<file path="src/rtl/nocCfg.svh">
`ifndef NOC_CFG_SVH
`define NOC_CFG_SVH

// Flit id field
`define FLIT_ID_W 3

// Packet length and hold count
`define LEN_W 12

// Flit payload
`define DATA_W 32

// Id code of a header flit
`define HDR_ID 1

`endif

</file>
<file path="src/rtl/nocPkg.sv">
`include "nocCfg.svh"

package nocPkg;

  // One-hot grant states, bit 0 is idle
  typedef enum logic [5:0] {
    ST_IDLE = 6'b000001,
    ST_L    = 6'b000010,
    ST_N    = 6'b000100,
    ST_E    = 6'b001000,
    ST_W    = 6'b010000,
    ST_S    = 6'b100000
  } arbState_t;

  typedef enum logic [`FLIT_ID_W-1:0] {
    FK_NONE = `FLIT_ID_W'(0),
    FK_HEAD = `FLIT_ID_W'(`HDR_ID),
    FK_BODY = `FLIT_ID_W'(2),
    FK_TAIL = `FLIT_ID_W'(3)
  } flitKind_t;

  // Port index of a grant state, L=0 through S=4
  function automatic logic [2:0] portOf(arbState_t s);
    case (s)
      ST_N:    return 3'd1;
      ST_E:    return 3'd2;
      ST_W:    return 3'd3;
      ST_S:    return 3'd4;
      default: return 3'd0;
    endcase
  endfunction

endpackage

</file>
<file path="src/rtl/flitIngress.sv">
`timescale 1ns/1ps
`include "nocCfg.svh"

module flitIngress import nocPkg::*;
(
  input  logic                  clk,
  input  logic                  rst,
  input  logic                  inValid,
  input  logic [`FLIT_ID_W-1:0] inFlitId,
  input  logic [`DATA_W-1:0]    inData,
  output logic                  req,
  output logic [`FLIT_ID_W-1:0] flitId,
  output logic [`LEN_W-1:0]     length,
  output logic [`DATA_W-1:0]    data
);

  logic isHeader;

  assign isHeader = inValid && (flitKind_t'(inFlitId) == FK_HEAD);

  always_ff @(posedge clk)
  begin
    if (rst)
    begin
      req    <= 1'b0;
      flitId <= FK_NONE;
      length <= '0;
    end
    else
    begin
      req    <= inValid;
      flitId <= inValid ? inFlitId : FK_NONE; // Empty slot reads as no flit
      // Length stays put until the next header
      if (isHeader)
        length <= inData[`LEN_W-1:0];
    end
  end

  always_ff @(posedge clk)
    data <= inData;

  // Sender must only present known flit kinds
  assert property (@(posedge clk) disable iff (rst)
    inValid |-> (inFlitId inside {FK_NONE, FK_HEAD, FK_BODY, FK_TAIL}))
    else $error("flitIngress: illegal flit id %0h", inFlitId);

endmodule

</file>
<file path="src/rtl/holdTimer.sv">
`timescale 1ns/1ps
`include "nocCfg.svh"

module holdTimer import nocPkg::*;
(
  input  logic                  clk,
  input  logic                  rst,
  input  logic [`FLIT_ID_W-1:0] flitId,
  input  logic [`LEN_W-1:0]     length,
  input  logic                  run,
  output logic                  timesUp
);

  logic [`LEN_W-1:0] count;
  logic [`LEN_W-1:0] limit;

  always_ff @(posedge clk)
  begin
    if (rst)
    begin
      count <= '1; // Never matches the cleared limit
      limit <= '0;
    end
    else
    begin
      if (flitKind_t'(flitId) == FK_HEAD)
        limit <= length;
      if (!run)
        count <= '0; // Idle or not holding
      else
        count <= count + 1'b1;
    end
  end

  // Combinational so the arbiter sees it in the same cycle
  assign timesUp = (count == limit);

endmodule

</file>
<file path="src/rtl/portArbiter.sv">
`timescale 1ns/1ps
`include "nocCfg.svh"

module portArbiter import nocPkg::*;
(
  input  logic                  clk,
  input  logic                  rst,
  input  logic                  reqL,
  input  logic                  reqN,
  input  logic                  reqE,
  input  logic                  reqW,
  input  logic                  reqS,
  input  logic [`FLIT_ID_W-1:0] flitIdL,
  input  logic [`FLIT_ID_W-1:0] flitIdN,
  input  logic [`FLIT_ID_W-1:0] flitIdE,
  input  logic [`FLIT_ID_W-1:0] flitIdW,
  input  logic [`FLIT_ID_W-1:0] flitIdS,
  input  logic [`LEN_W-1:0]     lengthL,
  input  logic [`LEN_W-1:0]     lengthN,
  input  logic [`LEN_W-1:0]     lengthE,
  input  logic [`LEN_W-1:0]     lengthW,
  input  logic [`LEN_W-1:0]     lengthS,
  output arbState_t             state
);

  arbState_t  nextState;
  logic [4:0] reqV;
  logic [4:0] timesUp;
  logic [4:0] run;
  logic [2:0] holder;

  // First requester found scanning L, N, E, W, S from position first
  function automatic arbState_t nextGrant(input logic [4:0] reqs, input logic [2:0] first);
    arbState_t  pick;
    logic [2:0] idx;
    pick = ST_IDLE;
    for (int i = 4; i >= 0; i--)
    begin
      idx = 3'((first + i) % 5);
      if (reqs[idx])
        pick = arbState_t'(6'b000010 << idx); // Later hits overwrite, so nearest wins
    end
    return pick;
  endfunction

  assign reqV   = {reqS, reqW, reqE, reqN, reqL};
  assign holder = portOf(state);

  holdTimer u_timerL (
    .clk(clk), .rst(rst), .flitId(flitIdL), .length(lengthL),
    .run(run[0]), .timesUp(timesUp[0])
  );
  holdTimer u_timerN (
    .clk(clk), .rst(rst), .flitId(flitIdN), .length(lengthN),
    .run(run[1]), .timesUp(timesUp[1])
  );
  holdTimer u_timerE (
    .clk(clk), .rst(rst), .flitId(flitIdE), .length(lengthE),
    .run(run[2]), .timesUp(timesUp[2])
  );
  holdTimer u_timerW (
    .clk(clk), .rst(rst), .flitId(flitIdW), .length(lengthW),
    .run(run[3]), .timesUp(timesUp[3])
  );
  holdTimer u_timerS (
    .clk(clk), .rst(rst), .flitId(flitIdS), .length(lengthS),
    .run(run[4]), .timesUp(timesUp[4])
  );

  always_ff @(posedge clk)
  begin
    if (rst)
      state <= ST_IDLE;
    else
      state <= nextState;
  end

  always_comb
  begin
    run       = '0;
    nextState = ST_IDLE;
    case (state)
      ST_IDLE:
        nextState = nextGrant(reqV, 3'd0); // Fixed order from idle
      ST_L, ST_N, ST_E, ST_W, ST_S:
      begin
        if (reqV[holder] && !timesUp[holder])
        begin
          run[holder] = 1'b1;
          nextState   = state;
        end
        else
          nextState = nextGrant(reqV, holder + 3'd1); // Rotate past the holder
      end
      default:
        nextState = ST_IDLE;
    endcase
  end

  assert property (@(posedge clk) disable iff (rst) $onehot(state))
    else $error("portArbiter: state %0h not one-hot", state);

  // A timer only runs for the port that holds the grant
  assert property (@(posedge clk) disable iff (rst)
    (run & ~state[5:1]) == 5'b0)
    else $error("portArbiter: run %0h outside state %0h", run, state);

endmodule

</file>
<file path="src/rtl/flitEgress.sv">
`timescale 1ns/1ps
`include "nocCfg.svh"

module flitEgress import nocPkg::*;
(
  input  logic                  clk,
  input  logic                  rst,
  input  arbState_t             state,
  input  logic                  reqL,
  input  logic                  reqN,
  input  logic                  reqE,
  input  logic                  reqW,
  input  logic                  reqS,
  input  logic [`DATA_W-1:0]    dataL,
  input  logic [`DATA_W-1:0]    dataN,
  input  logic [`DATA_W-1:0]    dataE,
  input  logic [`DATA_W-1:0]    dataW,
  input  logic [`DATA_W-1:0]    dataS,
  input  logic [`FLIT_ID_W-1:0] flitIdL,
  input  logic [`FLIT_ID_W-1:0] flitIdN,
  input  logic [`FLIT_ID_W-1:0] flitIdE,
  input  logic [`FLIT_ID_W-1:0] flitIdW,
  input  logic [`FLIT_ID_W-1:0] flitIdS,
  output logic                  outValid,
  output logic [`DATA_W-1:0]    outData,
  output logic [`FLIT_ID_W-1:0] outFlitId,
  output logic [2:0]            outPort
);

  logic [4:0]                      reqV;
  logic [4:0][`DATA_W-1:0]         dataV;
  logic [4:0][`FLIT_ID_W-1:0]      idV;
  logic [2:0]                      sel;

  assign reqV  = {reqS, reqW, reqE, reqN, reqL};
  assign dataV = {dataS, dataW, dataE, dataN, dataL};
  assign idV   = {flitIdS, flitIdW, flitIdE, flitIdN, flitIdL};
  assign sel   = portOf(state); // Idle points at L, masked below

  always_ff @(posedge clk)
  begin
    if (rst)
    begin
      outValid <= 1'b0;
      outPort  <= 3'd0;
    end
    else
    begin
      outValid <= (state != ST_IDLE) && reqV[sel];
      outPort  <= sel;
    end
  end

  always_ff @(posedge clk)
  begin
    outData   <= dataV[sel];
    outFlitId <= idV[sel];
  end

endmodule

</file>
<file path="src/rtl/routerOutputPort.sv">
`timescale 1ns/1ps
`include "nocCfg.svh"

module routerOutputPort import nocPkg::*;
(
  input  logic                  clk,
  input  logic                  rst,
  input  logic                  inValidL,
  input  logic [`FLIT_ID_W-1:0] inFlitIdL,
  input  logic [`DATA_W-1:0]    inDataL,
  input  logic                  inValidN,
  input  logic [`FLIT_ID_W-1:0] inFlitIdN,
  input  logic [`DATA_W-1:0]    inDataN,
  input  logic                  inValidE,
  input  logic [`FLIT_ID_W-1:0] inFlitIdE,
  input  logic [`DATA_W-1:0]    inDataE,
  input  logic                  inValidW,
  input  logic [`FLIT_ID_W-1:0] inFlitIdW,
  input  logic [`DATA_W-1:0]    inDataW,
  input  logic                  inValidS,
  input  logic [`FLIT_ID_W-1:0] inFlitIdS,
  input  logic [`DATA_W-1:0]    inDataS,
  output logic [4:0]            grant,
  output logic                  outValid,
  output logic [`DATA_W-1:0]    outData,
  output logic [`FLIT_ID_W-1:0] outFlitId,
  output logic [2:0]            outPort
);

  logic                  reqL, reqN, reqE, reqW, reqS;
  logic [`FLIT_ID_W-1:0] flitIdL, flitIdN, flitIdE, flitIdW, flitIdS;
  logic [`LEN_W-1:0]     lengthL, lengthN, lengthE, lengthW, lengthS;
  logic [`DATA_W-1:0]    dataL, dataN, dataE, dataW, dataS;
  arbState_t             arbState;

  flitIngress u_ingL (
    .clk(clk), .rst(rst), .inValid(inValidL), .inFlitId(inFlitIdL), .inData(inDataL),
    .req(reqL), .flitId(flitIdL), .length(lengthL), .data(dataL)
  );
  flitIngress u_ingN (
    .clk(clk), .rst(rst), .inValid(inValidN), .inFlitId(inFlitIdN), .inData(inDataN),
    .req(reqN), .flitId(flitIdN), .length(lengthN), .data(dataN)
  );
  flitIngress u_ingE (
    .clk(clk), .rst(rst), .inValid(inValidE), .inFlitId(inFlitIdE), .inData(inDataE),
    .req(reqE), .flitId(flitIdE), .length(lengthE), .data(dataE)
  );
  flitIngress u_ingW (
    .clk(clk), .rst(rst), .inValid(inValidW), .inFlitId(inFlitIdW), .inData(inDataW),
    .req(reqW), .flitId(flitIdW), .length(lengthW), .data(dataW)
  );
  flitIngress u_ingS (
    .clk(clk), .rst(rst), .inValid(inValidS), .inFlitId(inFlitIdS), .inData(inDataS),
    .req(reqS), .flitId(flitIdS), .length(lengthS), .data(dataS)
  );

  portArbiter u_arb (
    .clk(clk), .rst(rst),
    .reqL(reqL), .reqN(reqN), .reqE(reqE), .reqW(reqW), .reqS(reqS),
    .flitIdL(flitIdL), .flitIdN(flitIdN), .flitIdE(flitIdE),
    .flitIdW(flitIdW), .flitIdS(flitIdS),
    .lengthL(lengthL), .lengthN(lengthN), .lengthE(lengthE),
    .lengthW(lengthW), .lengthS(lengthS),
    .state(arbState)
  );

  flitEgress u_egr (
    .clk(clk), .rst(rst), .state(arbState),
    .reqL(reqL), .reqN(reqN), .reqE(reqE), .reqW(reqW), .reqS(reqS),
    .dataL(dataL), .dataN(dataN), .dataE(dataE), .dataW(dataW), .dataS(dataS),
    .flitIdL(flitIdL), .flitIdN(flitIdN), .flitIdE(flitIdE),
    .flitIdW(flitIdW), .flitIdS(flitIdS),
    .outValid(outValid), .outData(outData), .outFlitId(outFlitId), .outPort(outPort)
  );

  // Grant bits are the one-hot port states, idle bit dropped
  assign grant = arbState[5:1];

endmodule

</file>
<file path="config.mk">
export PLATFORM = sky130hd
export DESIGN_NAME = routerOutputPort
export DESIGN_NICKNAME = d
export VERILOG_FILES = /design/src/rtl/nocPkg.sv /design/src/rtl/flitIngress.sv /design/src/rtl/holdTimer.sv /design/src/rtl/portArbiter.sv /design/src/rtl/flitEgress.sv /design/src/rtl/routerOutputPort.sv
export VERILOG_INCLUDE_DIRS = /design/src /design/src/rtl
export SDC_FILE = /design/constraint.sdc
export NUM_CORES = 1
export LEC_CHECK = 0
export BUFFER_PORTS_ARGS = -buffer_cell sky130_fd_sc_hd__buf_2
export CORE_ASPECT_RATIO = 0.9
export CORE_UTILIZATION = 45
export CTS_CLUSTER_DIAMETER = 100
export DETAILED_ROUTE_END_ITERATION = 12
export MAX_ROUTING_LAYER = met4
export PLACE_DENSITY = 0.65
export SLEW_MARGIN = 30
export SYNTH_ARGS = -nofsm -noshare
export SYNTH_HDL_FRONTEND = slang
export SYNTH_SLANG_ARGS = --single-unit
export TNS_END_PERCENT = 30
</file>
<file path="constraint.sdc">
create_clock -name clk -period 16.1 [get_ports clk]
set_clock_uncertainty 0.1 [all_clocks]
set_input_delay 2.415 -clock clk [delete_from_list [all_inputs] [get_ports clk]]
set_output_delay 2.415 -clock clk [all_outputs]
set_load 0.01 [all_outputs]
</file>
==> results.md <==
- Worst Setup Path Type: reg -> reg
- Syn Area/Cell: 9.65 sq um
- Hold_buf cts: 0
- Layout area overhead: 19.3%
- Port-buffer cells: about 230
- Clock root cell: clkbuf_16
- R2R cell count: 19
- Max-Cap Viols: 0
- Clock Latency Late Sink: ~0.54 ns
- Most frequent cell after synthesis: dfxtp_1
- Post-route DRC: 0
- CTS HTree Levels: 2
- Cts bufs inserted: 40
- Clock sinks: roughly 410
- CP startpoint: u_arb.state[5]
- Synth Instances: around 1600
- Unique masters post-synth: between 90 and 100
- Top-Level Pins: 226
- CP delay by family, top: compound AO/OA/AOI/OAI gates
- Worst Path Arrival: between 6 and 7 ns
- Ys async rst share: 0%
- Worst-path cell chain: or4_4 -> nor2_4 -> ha_1 -> buf_4 -> inv_1 -> nand3_1 -> nand2_2 -> ha_1 -> o21ai_1 -> inv_1 -> ha_1 -> nor2b_1 -> a2111oi_0 -> a311oi_1 -> a21boi_1 -> o21ai_0 -> a21oi_1 -> o21ai_0 -> a2111oi_2
- Share of layout cells above drive strength 1: between 10% and 20%
- Initial DRT Pass Iterations: 5
- Final Max Slew Viols: 0
- Vias after detailed routing: roughly 12000
- Total Power: around 2300 uW
- Critical path's most frequent cell: ha_1
- Register share of total power: 47.2%
- Top cells by area, synth: dfxtp_1 (53%), nand2_1 (6.0%), mux2i_1 (4.4%), xnor2_1 (4.2%), a22oi_1 (3.5%)
- VDD IR max: about 0.082 mV
- Synth top cells by count: dfxtp_1 (405), nand2_1 (247), nor2_1 (96)
- Starting Density: roughly 46%
- Leakage: about 0.0074 uW
- Post-synth top area share: a little over half
- Final antenna-violating net count: 0
- Number of synthesized flops with an enable pin: 0
- Crit path max fanout: 20
- Number of global-route vias before repair: between 10000 and 15000
- Drt initial violations: between 700 and 800
- Fill cells: a little over 3000
- CTS resizes: 0
- Post-Route WL: between 40 and 50 mm
- Core area: 0.0333 sq mm
- Final Critical Period: 6.47 ns
- HPWL reported at the end of detailed placement: about 32 mm
- Die height: 177 um
- Min-delay src: u_ingL.data[22]
- Post-CTS Setup Bufs: 0
- Combinational Power Share: roughly a tenth
- # rows: 63
- Worst Setup End Kind: register
- Final setup fails: 0
- Synth area leader: dfxtp_1
- First-pass GRT wire length: roughly 68 mm
- Cells after DPL: between 2000 and 2500
- WL/cell: 19.7 um
- GR Util All Layers: a little over a quarter
- Status: finished, final reports clean
- Grt ovf: 0
- Syn_nets: 1794
- Hold crit path type: reg -> reg
- Net Sw Frac: roughly 25%
- Power per Cell Area: between 100 and 150 mW/mm^2
- Die Width: 197 um
- Synth Register Bits: a little over 400
- Reg-to-Reg End: u_arb.state[2]
- Critical Path Source Type: register
- Crit share post-route: roughly two fifths
- CTS tree: built
- Setup TNS: 0 ns
- Max Freq: 0.155 GHz
- Fin cells: between 2000 and 2500
- WP depth: 19
- WP buf/inv: 3
- P_int: around 1700 uW
- Sw power: ~570 uW
- Vias per Instance: roughly 5.4
- Slew at the pin with the worst max-slew slack: 0.861 ns
- Relative max-transition margin: a little over two fifths
- Die ar.: between 0.03 and 0.04 sq mm
- RSZ-0062 raised after global routing: false
- R2R Setup Slk: 9.63 ns
- Initial antenna violation count: 1
- Nets@finish: approximately 2000
- Clk buf depth: 3
- Mapped Area: approximately 0.015 sq mm
- Hold Fails Final Rpt: 0
- Reg clk slew, reported paths: 0.06 ns
- Clock share of power: between 40% and 50%
- Routability cong.: about 0.94
- Seq/Total Area, Yosys: 52.7%
- CP max stage cell: or4_4
- Largest net degree at the start of global routing: 96
- Synth warn: 0
- CP peak stage delay: approximately 0.63 ns
- Worst Path Required: 16.41 ns
- Main synth FF type: dfxtp_1
- R2r startpoint: u_arb.state[5]
- CP endpoint: u_arb.state[2]
[logic make-up (layout without fill, tap and decap cells)]
family          count (synthesis)  in the layout  synth area share, %
fa+ha+maj                      18             18                 1.46
simple gates                  583            583                 18.4
compound gates                290            290                 12.7
mux                            73             73                 4.86
other cells                     0              1                    0
flops                         405            405                 52.7
xor+xnor                      118            118                 6.89
buf+inv                       107            336                 2.94
[layer usage]
layer	part of all wire, %	routed length, um	global-route usage (%)
met3	7.8	3520	5.66
met4	3.6	1620	10.1
met2	44	19600	40.8
met1	45	20200	33.1
met5	0	0	-
[worst min-delay path by stage]
stage | to | slack (ns) | cells after the start
6_report | u_egr.outData[22] | 0.33 | 2
2_1_floorplan | u_egr.outData[0] | 0.32 | 2
5_1_grt | u_egr.outData[22] | 0.36 | 2
3_3_place_gp | u_egr.outData[30] | 0.32 | 2
4_1_cts | u_egr.outData[22] | 0.34 | 2
3_5_place_dp | u_egr.outData[21] | 0.33 | 2
[layout make-up]
cell class	count	area, sq um	area share (%)
clock buffer	51	1120	6.12
multi-input combinational	1082	6900	37.6
tap	455	569	3.10
inverter	19	73.8	0.402
sequential	405	8110	44.2
clock inverter	17	250	1.36
timing repair buffer	249	1330	7.22
antenna	1	2.50	0.0136
[tightest hold or removal path, cell delays in order (launching register included)]
cell,delay [ns]
dfxtp_1,0.30
nand2_1,0.04
nand3_1,0.06
[state kept, by name, summed over array words and instances, names as in the netlist, 32 cells and up]
| register | cells |
|---|---|
| u_egr.outData | 32 |
| u_ingE.data | 32 |
| u_ingL.data | 32 |
| u_ingN.data | 32 |
| u_ingS.data | 32 |
| u_ingW.data | 32 |
[power groups by stage]
stage	Combinational, uW	Sequential (uW)	Clock [uW]
6_report	242	1090	974
5_1_grt	263	1090	1030
4_1_cts	241	1080	991
3_5_place_dp	240	1110	0
3_3_place_gp	241	1100	0
2_1_floorplan	149	1100	0
[layout by cell type, fill, tap and decap left out, types with 5 or more instances in the layout]
master and instances:
dfxtp_1 405, nand2_1 247, buf_2 224, nor2_1 96, a21oi_1 81, xnor2_1 73
nand3_1 72, a22oi_1 71, mux2i_1 68, o21ai_0 50, xor2_1 43, clkbuf_16 41
and3_1 23, buf_4 23, and2_1 22, nor3_1 19, nand4_1 18, ha_1 18
inv_1 17, nor4_1 12, nor2b_1 11, o31ai_1 11, nand2b_1 8, a31oi_1 8
nor3b_2 6, clkinv_2 6, clkbuf_8 6, bufinv_16 6, o21ai_1 5, nor4bb_2 5
nand4bb_1 5, o22ai_1 5, a211oi_1 5
[through the flow]
stage / instance area, sq um / utilization, % / setup WS (ns) / hold WS, ns
6_report: 18400 / 55.2 / 9.63 / 0.334
5_1_grt: 18400 / 55.2 / 9.16 / 0.356
4_1_cts: 18300 / 55.2 / 9.80 / 0.338
3_5_place_dp: 17000 / 51.0 / 9.86 / 0.326
3_3_place_gp: 17000 / 51.0 / 9.74 / 0.320
2_1_floorplan: 15400 / - / 10.74 / 0.315
(Power assumes the default switching activity.)
